[src/memsys_settings.svh]
`ifndef MEMSYS_SETTINGS_SVH
`define MEMSYS_SETTINGS_SVH

// Cache geometry, one word per line
`define I_LINES 16
`define D_LINES 16

// Bus memory depth in words
`define MEM_WORDS 256

// Cycles from first request cycle to ready
`define MEM_WAIT 3

// Value returned on a read of the ID register
`define CP15_ID 32'h4107_0A10

`endif

[src/memsysPkg.sv]
package memsysPkg;

  // One bus request, held until ready
  typedef struct packed {
    logic        req;
    logic        write;
    logic [31:0] addr;
    logic [31:0] wData;
    logic [3:0]  mask;
  } busReqT;

  typedef struct packed {
    logic        ready;
    logic [31:0] rData;
  } busRespT;

  // Core side ports, byte addresses
  typedef struct packed {
    logic        valid;
    logic [31:0] addr;
  } fetchReqT;

  typedef struct packed {
    logic        read;
    logic        write;
    logic [31:0] addr;
    logic [31:0] wData;
    logic [3:0]  mask;
  } dataReqT;

  // MCR/MRC style access, CRn selects the register
  typedef struct packed {
    logic        en;
    logic        write;
    logic [3:0]  crn;
    logic [2:0]  op2;
    logic [3:0]  crm;
    logic [31:0] wData;
  } cpReqT;

  typedef enum logic [1:0] {LOOKUP, FILL, WRITE} cacheStateT;
  typedef enum logic [1:0] {OWN_NONE, OWN_FETCH, OWN_DATA} busOwnerT;

  typedef enum logic [3:0] {
    REG_ID      = 4'd0,
    REG_CONTROL = 4'd1,
    REG_TBASE   = 4'd2,
    REG_CACHEOP = 4'd7
  } cpRegT;

  typedef enum logic [3:0] {
    OP_INV_I    = 4'd5,
    OP_INV_D    = 4'd6,
    OP_INV_BOTH = 4'd7
  } cacheOpT;

  // Replace only the bytes selected by the mask
  function automatic logic [31:0] mergeBytes(
    input logic [31:0] oldWord,
    input logic [31:0] newWord,
    input logic [3:0]  mask
  );
    logic [31:0] result;
    result = oldWord;
    for (int b = 0; b < 4; b++)
    begin
      if (mask[b])
      begin
        result[8*b +: 8] = newWord[8*b +: 8];
      end
    end
    return result;
  endfunction

endpackage

[src/instrCache.sv]
`timescale 1ns/1ps
`include "memsys_settings.svh"

module instrCache (
  input  logic                clk,
  input  logic                rstN,
  input  logic                enable,
  input  logic                invalidate,
  input  memsysPkg::fetchReqT fetchReq,
  output logic [31:0]         instr,
  output logic                iStall,
  output memsysPkg::busReqT   busReq,
  input  memsysPkg::busRespT  busResp
);
  import memsysPkg::*;

  localparam int IDX_W = $clog2(`I_LINES);
  localparam int TAG_W = 30 - IDX_W;

  logic [TAG_W-1:0]    tagArr [`I_LINES];
  logic [31:0]         dataArr [`I_LINES];
  logic [`I_LINES-1:0] validBits;
  cacheStateT          state;
  logic [IDX_W-1:0]    idx;
  logic [TAG_W-1:0]    tag;
  logic                hit;
  logic                fillDone;

  assign idx = fetchReq.addr[IDX_W+1:2];
  assign tag = fetchReq.addr[31:IDX_W+2];
  assign hit = enable & validBits[idx] & (tagArr[idx] == tag);
  assign fillDone = (state == FILL) & busResp.ready;

  // Miss data comes straight from the bus in the ready cycle
  assign instr  = (state == FILL) ? busResp.rData : dataArr[idx];
  assign iStall = (state == LOOKUP) ? (fetchReq.valid & ~hit) : ~busResp.ready;

  assign busReq.req   = (state == FILL);
  assign busReq.write = 1'b0;
  assign busReq.addr  = {2'b00, fetchReq.addr[31:2]};
  assign busReq.wData = '0;
  assign busReq.mask  = 4'hF;

  always_ff @(posedge clk or negedge rstN)
  begin
    if (!rstN)
    begin
      state     <= LOOKUP;
      validBits <= '0;
    end
    else
    begin
      if (state == LOOKUP && fetchReq.valid && !hit)
        state <= FILL;
      else if (fillDone)
        state <= LOOKUP;

      // Invalidate wins over a fill in the same cycle
      if (invalidate)
        validBits <= '0;
      else if (fillDone && enable)
        validBits[idx] <= 1'b1;
    end
  end

  always_ff @(posedge clk)
  begin
    if (fillDone && enable)
    begin
      tagArr[idx]  <= tag;
      dataArr[idx] <= busResp.rData;
    end
  end

endmodule

[config.mk]
export PLATFORM = sky130hd
export DESIGN_NAME = instrCache
export DESIGN_NICKNAME = d
export VERILOG_FILES = /design/src/memsysPkg.sv /design/src/instrCache.sv
export VERILOG_INCLUDE_DIRS = /design/src
export SDC_FILE = /design/constraint.sdc
export NUM_CORES = 1
export LEC_CHECK = 0
export BUFFER_PORTS_ARGS = -buffer_cell sky130_fd_sc_hd__buf_2
export CORE_MARGIN = 4
export CORE_UTILIZATION = 65
export DETAILED_ROUTE_END_ITERATION = 8
export PLACE_DENSITY = 0.84
export SKIP_LAST_GASP = 1
export SYNTH_ARGS = -nofsm -noshare
export SYNTH_HDL_FRONTEND = slang
export SYNTH_SLANG_ARGS = --single-unit
[constraint.sdc]
create_clock -name clk -period 8.56 [get_ports clk]
set_clock_uncertainty 0.05 [all_clocks]
set_input_delay 1.284 -clock clk [delete_from_list [all_inputs] [get_ports clk]]
set_output_delay 1.284 -clock clk [all_outputs]
set_load 0.02 [all_outputs]
### Word level (Yosys, flattened, before mapping)

Memory sizes are Yosys's and may differ from the RTL's.
Cells that the tools add are included.

* bits in registers: 18
* RAM bits: 928
* input port bits: 70
* output and inout bits: 103
* logic and storage cells: 35
* memories kept: 2

* $lt $le $gt $ge: 2
* eq/ne operators: 2
* mux-type cells: 12
* bitwise gates (word level): 7
* reduce and logical (&&, ||, !) cells: 8

Memories
* dataArr: words 16, width 32, read ports 1, clocked after memory_dff 0, write ports 1, line instrCache.sv:21 `` logic [31:0] dataArr [`I_LINES]; ``
* tagArr: words 16, width 26, read ports 1, clocked after memory_dff 0, write ports 1, line instrCache.sv:20 `` logic [TAG_W-1:0] tagArr [`I_LINES]; ``

Operators with widths (number)
* 16-bit 2-to-1 mux: 2
* 32-bit 2-to-1 mux: 1
* 26-bit == test: 1
* 16-bit bitwise OR: 1
* 4-bit by 5-bit < comparator with 1-bit output, second input constant: 1
* 1-bit 2-to-1 mux: 5
* 1-bit bitwise AND: 4
* 1-bit binary-select mux with 4-bit select: 1
* 1-bit demux with 4-bit select: 1
* 4-bit by 1-bit >= comparator with 1-bit output, second input constant: 1
* 1-bit logical AND: 4
* 2-bit 2-to-1 mux: 2
* 2-bit nonzero test: 2
* 2-bit by 1-bit == test with 1-bit output, second input constant: 1
* 2-bit logical NOT: 1
* 1-bit NOT: 2
* 1-bit logical NOT: 1

### Logic depth before layout (Yosys ltp)

Gate-level depths: netlist of the first run.

* depth after elaboration: 7
* depth in mapped cells: 12
* mapped depth without buffers: 7

### Worst setup path after synthesis of the first run

Ideal clock, no wire load.

* path kind: input -> register
* start point: in fetchReq[3] (netlist bit)
* end point: mem dataArr[0][0], enable pin
* setup time: 0.548 ns
* arrival: 6.728 ns
* data required time: 7.962 ns
* setup slack: 1.234 ns
* cell stages on the path: 8
* path buffers: 6
* path through: buf_6 buf_6 buf_4 buf_2 buf_4 clkbuf_1 or3_1 nor3_1

RTL lines
* start: declaration: line instrCache.sv:9 `input memsysPkg::fetchReqT fetchReq,`
* end: declaration: line instrCache.sv:21

Straight into the memory's write port.

### Worst setup path after layout of the first run

* start point: in fetchReq[3] (netlist bit)
* end point: out iStall

* longest elaborated chain between the ends: 7
* elaborated cells between the ends (all ways): 9
* those cells by class: 1 x eq/ne; 3 x mux; 4 x bitwise; 1 x memory

Ends and longest elaborated chain
* parallel branches: the longest is 3 deep, another holds memory read 16 x 26 bit
* 1-bit bitwise AND *: line instrCache.sv:31 `assign hit = enable & validBits[idx] & (tagArr[idx] == tag);`
* 1-bit NOT *: line instrCache.sv:36 `assign iStall = (state == LOOKUP) ? (fetchReq.valid & ~hit) : ~busResp.ready;`
* 1-bit bitwise AND *: line instrCache.sv:36
* 1-bit 2-to-1 mux *: line instrCache.sv:36
* end: declaration: line instrCache.sv:11 `output logic iStall,`

Mark *: on every way between the ends. The select of a mux whose other input is x is not followed.

==> results of run 1 <==
power breakdown:
| group | total [W] | switching, W | internal (W) |
|---|---|---|---|
| logic | 0.000568 | 0.000360 | 0.000208 |
| registers | 0.00513 | 0.0000201 | 0.00511 |
| clock network | 0.00392 | 0.00166 | 0.00225 |
synth_stat cells (3+ instances only):
| master | n | area, µm² |
|---|---|---|
| nor4_1 | 5 | 31.3 |
| xor2_1 | 6 | 52.6 |
| buf_1 | 7 | 26.3 |
| buf_4 | 80 | 601 |
| edfxtp_1 | 928 | 27900 |
| nand2_1 | 111 | 417 |
| clkbuf_1 | 16 | 60.1 |
| buf_2 | 40 | 200 |
| mux2_2 | 6 | 67.6 |
| nor3_1 | 8 | 40.0 |
| nand3_1 | 3 | 15.0 |
| xnor2_1 | 11 | 96.3 |
| nor2_1 | 45 | 169 |
| inv_1 | 10 | 37.5 |
| nand2b_1 | 4 | 25.0 |
| and3_1 | 7 | 43.8 |
| dfrtp_1 | 17 | 425 |
| o21ai_0 | 5 | 25.0 |
| a21oi_1 | 13 | 65.1 |
| mux2i_1 | 35 | 350 |
| a22oi_1 | 13 | 97.6 |
| nor2b_1 | 3 | 18.8 |
| mux4_2 | 261 | 5880 |
| o221ai_1 | 5 | 43.8 |
| mux4_1 | 8 | 210 |
| buf_6 | 6 | 67.6 |
path summary, 6_finish.rpt:
path | start | endpoint | slack [ps] | depth (start not counted)
max | fetchReq[3] | iStall | 1510 | 10
min reg2reg | validBits[6] | validBits[6] | 460 | 1
min | validBits[6] | validBits[6] | 460 | 1
min in group asynchronous | rstN | validBits[7] | 550 | 1
max reg2reg | state[0] | dataArr[14][29] | 4610 | 4
max in group asynchronous | rstN | state[0] | 7590 | 1
logic make-up (layout without fill, tap and decap cells):
group           after synthesis  after routing  synth area share, %
other cells                   2             39               0.0202
xor+xnor                     17             17                0.400
mux                         310            310                 17.5
flops                       945            945                 75.9
compound gates               61             61                 1.19
simple gates                198            198                 2.28
buf+inv                     162            342                 2.72
layout make-up:
cell class              count  area (µm²)
flip-flops and latches    945       28300
inverters                  12        46.3
multi-input cells         625        8210
repair buffers            164         938
clock buffers             111        2390
clock inverters            55         482
well taps                 756         946
fillers                  3056       15300
sequential cells by signal, summed over array words and instances (netlist names):
signal and flops:
validBits 16, state 1, tagArr 416, dataArr 512
through the flow:
stage          worst slack, ps  instances
6_report                  1510       2668
5_1_grt                   1280       2668
4_1_cts                   1660       2668
3_5_place_dp              1800       2502
3_3_place_gp              1830       2502
2_1_floorplan             1230       1732
critical path: stages:
cell	delay, ps
buf_8	660
buf_4	680
mux4_2	610
mux2i_1	250
nor2_1	90
nor4_1	270
a22oi_1	180
a2111oi_0	1050
a21oi_1	260
buf_2	250
layer usage:
| layer | vias up | part of all wire, % | global-route usage, % |
|---|---|---|---|
| met5 | - | 0.018 | 0 |
| met4 | 2 | 3.7 | 10.7 |
| met3 | 249 | 10 | 6.68 |
| met2 | 1367 | 51 | 47.5 |
| met1 | 9537 | 35 | 40.7 |
| li1 | 7236 | - | - |
placed cells by master (no fill, tap or decap), types with 2 or more instances in the layout:
cell         n
and3_1       7
xor2_1       6
o21ai_0      5
a21oi_1     13
clkinv_1    27
clkinv_2    17
xnor2_1     11
o22ai_1      2
nor3_2       4
nor4_1       5
or3_1        2
inv_6        2
o221ai_1     5
edfxtp_1   928
buf_8        2
buf_2      128
a22o_1       2
nor2_1      33
buf_4       33
mux2i_1     35
mux2_2       6
o21ba_2      2
o32ai_1      2
mux4_1       8
nor2_4      12
nor2b_1      3
dfrtp_1     16
nand2b_1     4
clkbuf_1    18
nand4_1      2
inv_1       10
nand2_1    111
nor3_1       4
conb_1      39
nand3_1      3
mux4_2     261
bufinv_16    9
a22oi_1     13
clkbuf_16   93
a2bb2oi_1    2
==> reports/qor.yml, run 1 <==
timing:
  rsz0062_at_grt: "false"
  hold_viol_final: 0
  max-slew-margin-rel_pct: 11.2
  min_period_ps: 7050
  whs_ps: 456
  fmax_ghz: 0.142
  setup-violations-final: 0
  slew_violations: 0
  worstMarginPinSlew_ps: 1300
  tns_ps: 0
  finalCritPeriodShare_pct: 82.3
synthesis:
  synth_edf_count: 928
  ys.flop_type: "edfxtp_1"
  avgSynthCellArea_um2: 22.0
  syn_inst: 1695
  synth_cell_types: 60
  synthArstFlopShare_pct: 1.80
  synth-seq-area-share_pct: 75.9
  synth_seq_cells: 945
  syn-cell-area_um2: 37300
  yosysWarnings: 0
routing:
  drtPass1Iterations: 5
  wl_per_cell_um: 32.8
  num_vias: 18400
  routed_wl_um: 87500
  first_iter_violations: 2519
  ant_nets: 0
  drc: 0
  vias_per_cell: 6.89
worst_setup_path:
  startpoint_type: "input port"
  critPathMaxFanout: 114
  critPathCaptureType: "primary output"
  crit_type: "in -> out"
  cp.arrival_ps: 5710
  worstPathRequired_ps: 7230
cells_and_area:
  drive_gt1_share_pct: 30.2
  stdcell_area_um2: 41300
  insertedDiodeCount: 0
  syn_to_final_growth_pct: 10.8
  fin_nets: 1907
  post-route-util_pct: 73.0
clocking:
  clkLatencyLatePin_ps: 630
  cts_hold_buf: 0
  cts_tree: "yes"
  clock_sinks: 945
  post_cts_buffers: 0
  clock_path_buffers: 3
  post_cts_resized: 0
  cts_buffers: 89
  clk_pin_slew_ps: 60
  clockRootBuffer: "clkbuf_16"
  htreeDepth: 3
die:
  die-area_um2: 61200
  core_um2: 56600
  num_io_pins: 173
  die_y_um: 247
  initial_utilization_pct: 65.8
  rows: 87
  chipWidth_um: 247
grt:
  grtUsageTotal_pct: 29.4
  gr-total-overflow: 0
  grt_max_degree: 115
  grt_pass1_vias: 19400
  grt_pass1_wl_um: 129000
  antenna_found_initial: 1
power_and_ir_drop:
  finalPower_w: 0.00961
  cellLeakagePower_nw: 13.5
  irDropWorstVdd_mv: 0.208
  cellPowerDensity_nw_per_um2: 233
place:
  detailed_place.area_um2: 38400
  portBuffers: 131
  hpwl_um: 41700
  place_congestion: 0.786
outcome:
  status: "finished clean"
worst_hold_path:
  hold_class: "reg -> reg"
job:
  drv_cap: 0
Power figures use the tool's default switching activity.
==> run 2, diff against run 1 <==
- ABC_AREA: not set -> 1
- CORE_UTILIZATION: 65 -> 61
- PLACE_DENSITY: 0.84 -> 0.79
- clock period: 8.56 -> 7.2 ns (I/O delays scaled with it)
==> run 2 against run 1 <==
Net effect: total power is 18% higher; flip-flop and latch count stayed put; sequential share of layout area is 0.24 points lower; die area is 6.7% higher; worst setup slack better by 31 ps; final area is 0.35% higher; sequential power is 18% higher; first-iteration DRC count is 34% higher; clock power is 17% higher; via count is 29% higher; non-clock buffer count is 24 higher; critical path type unchanged.
==> reports/qor.yml, run 2 <==
routing:
  wl_per_cell_um: 23.9
  routed_wl_um: 91200
  ant_nets: 0
  first_iter_violations: 3367
  vias_per_cell: 6.18
  num_vias: 23600
  drtPass1Iterations: 8
  drc: 0
synthesis:
  synth_area_leaders: "edfxtp_1 75%, nand2_1 10%, a22oi_1 5.1%"
  yosys.area_share.simple_pct: 12.6
  synth-compound-area-share_pct: 8.04
  synth.most_common_cell: "nand2_1"
  synth_top_family_by_area: "simple AND/OR/NAND/NOR gates"
  syn_inst: 2868
  netlist.top_cell.by_area: "edfxtp_1"
  synth_commonest_cells: "1009 x nand2_1, 928 x edfxtp_1, 256 x a22oi_1, 140 x a21oi_1, 115 x nor2_1"
  synth.area.mux_share_pct: 0
  ys.flop_type: "edfxtp_1"
  yosysWarnings: 0
  synth_cell_types: 27
  syn-cell-area_um2: 37400
  synthArstFlopShare_pct: 1.80
  synth_edf_count: 928
  synthAdderAreaFrac_pct: 0
  synth_xor_xnor_area_share_pct: 0
  avgSynthCellArea_um2: 13.0
  synth-seq-area-share_pct: 75.7
  synth_seq_cells: 945
  yosysTopAreaCellShare_pct: 74.6
clocking:
  clock_path_buffers: 3
  post_cts_buffers: 0
  post_cts_resized: 0
  cts_buffers: 90
  htreeDepth: 3
  clockRootBuffer: "clkbuf_16"
  cts_hold_buf: 0
  cts_tree: "yes"
  clock_sinks: 945
  clk_pin_slew_ps: 60
  clkLatencyLatePin_ps: 630
timing:
  finalCritPeriodShare_pct: 78.6
  min_period_ps: 5660
  hold_viol_final: 0
  setup-violations-final: 0
  max-slew-margin-rel_pct: 20.8
  rsz0062_at_grt: "false"
  fin_ws_ps: 1540
  tns_ps: 0
  fmax_ghz: 0.177
  worstMarginPinSlew_ps: 1190
  slew_violations: 0
grt:
  gr-total-overflow: 0
  grtUsageTotal_pct: 27.3
  grt_max_degree: 107
  grt_pass1_wl_um: 138000
  grt_pass1_vias: 23500
  antenna_found_initial: 10
cells_and_area:
  top_register: "dataArr"
  fin_nets: 3037
  final_cell_mix: "1007 x nand2_1, 928 x edfxtp_1, 256 x a22oi_1"
  largestRegisters: "dataArr x512, tagArr x416, validBits x16"
  syn_to_final_growth_pct: 10.9
  mostFrequentLayoutCell: "nand2_1"
  stdcell_area_um2: 41400
  drive_gt1_share_pct: 11.6
  n_fill_cell: 3812
  largest_register_ff_count: 512
place:
  portBuffers: 131
  place_congestion: 0.763
  detailed_place.area_um2: 38600
  dp_slack_ps: 1740
  hpwl_um: 45700
worst_setup_path:
  path_common_cell: "buf_4"
  cp.arrival_ps: 4530
  worstPathRequired_ps: 6070
  path_cells: "buf_4 -> nand2_1 -> inv_6 -> buf_4 -> a22oi_1 -> a21oi_1 -> nor4_1 -> o21ai_0 -> buf_2"
  r2r-end: "dataArr[12][10]"
  startpoint_type: "input port"
  reg2reg_from: "state[0]"
  critPathCaptureType: "primary output"
  critPathMaxFanout: 102
  reg2regPathDepth: 6
  crit_type: "in -> out"
  crit_slowest_cell: "inv_6"
  critPathMaxStageDelay_ps: 780
  reg2reg_slack_ps: 3440
die:
  die_y_um: 256
  num_io_pins: 173
  die-area_um2: 65300
  chipWidth_um: 256
  initial_utilization_pct: 61.8
  rows: 90
  core_um2: 60500
power_and_ir_drop:
  cellPowerDensity_nw_per_um2: 274
  cellLeakagePower_nw: 15.0
  clock_power_share_pct: 40.2
  swShare_pct: 22.4
  p_int_w: 0.00882
  p_seq_share_pct: 53.5
  irDropWorstVdd_mv: 0.278
  switching_power_w: 0.00254
  p_comb_share_pct: 6.3
job:
  drv_cap: 0
outcome:
  status: "finished clean"
worst_hold_path:
  hold_class: "in -> async"
-- run 2: cell types whose count changed after synthesis, sizes merged, moves of 38 or more --
| cell | previous run | this run |
|---|---|---|
| nand2 | 111 | 1009 |
| mux4 | 269 | 0 |
| a22oi | 13 | 256 |
| a21oi | 13 | 140 |
| nor2 | 45 | 119 |
| buf | 134 | 177 |
| nand3 | 3 | 45 |
| o21ai | 5 | 43 |
-- run 2: area by class of cell --
| cell class | instances | area (µm²) | share of cell area, % |
|---|---|---|---|
| Sequential cell | 945 | 28300 | 68.3 |
| Multi-Input combinational cell | 1710 | 7990 | 19.3 |
| Clock buffer | 113 | 2420 | 5.84 |
| Timing Repair Buffer | 188 | 1200 | 2.89 |
| Tap cell | 782 | 978 | 2.36 |
| Clock inverter | 52 | 428 | 1.03 |
| Inverter | 32 | 128 | 0.308 |
| Antenna cell | 3 | 7.51 | 0.0181 |
-- run 2: power groups by stage --
stage | clock (W) | sequential [W] | combinational (W)
6_report | 0.00457 | 0.00607 | 0.000721
5_1_grt | 0.00483 | 0.00607 | 0.000783
4_1_cts | 0.00460 | 0.00607 | 0.000712
3_5_place_dp | 0 | 0.00619 | 0.000702
3_3_place_gp | 0 | 0.00619 | 0.000681
2_1_floorplan | 0 | 0.00619 | 0.000447
-- run 2: worst max-delay path by stage --
stage | cells past startpoint | startpoint | slack (ps) | endpoint
CTS | 9 | fetchReq[2] | 1660 | instr[5]
global placement | 9 | fetchReq[2] | 1780 | instr[5]
detailed placement | 9 | fetchReq[2] | 1740 | instr[5]
floorplan | 11 | fetchReq[2] | 2040 | dataArr[13][0]
finish | 9 | fetchReq[2] | 1540 | instr[5]
global route | 17 | fetchReq[2] | 1460 | iStall
-- run 2: cells by family after synthesis --
logic type / Yosys count
other: 2
buffers and inverters: 250
AO/OA/AOI/OAI: 461
AND/OR/NAND/NOR: 1210
flip-flops: 945
-- run 2: per-stage QoR --
step           cells  utilization, %  hold WS (ps)  total power, W
3_5_place_dp    3657            63.8           437         0.00689
3_3_place_gp    3657            63.8           429         0.00687
6_report        3825            68.5           303          0.0114
2_1_floorplan   2905               -           417         0.00664
5_1_grt         3825            68.5           321          0.0117
4_1_cts         3822            68.5           283          0.0114
-- run 2: critical path, delay by kind of cell --
family / cells / cell delay [ps]
buffers and inverters: 4 / 2000
AO/OA/AOI/OAI: 3 / 950
AND/OR/NAND/NOR: 2 / 440
-- run 2: layer usage --
layer	vias to the layer above	track usage, %	part of all wire [%]
met1	11400	36.0	36
li1	10400	-	-
met3	261	4.97	11
met2	1604	45.8	50
met5	-	0	0.076
met4	10	10.9	3.2
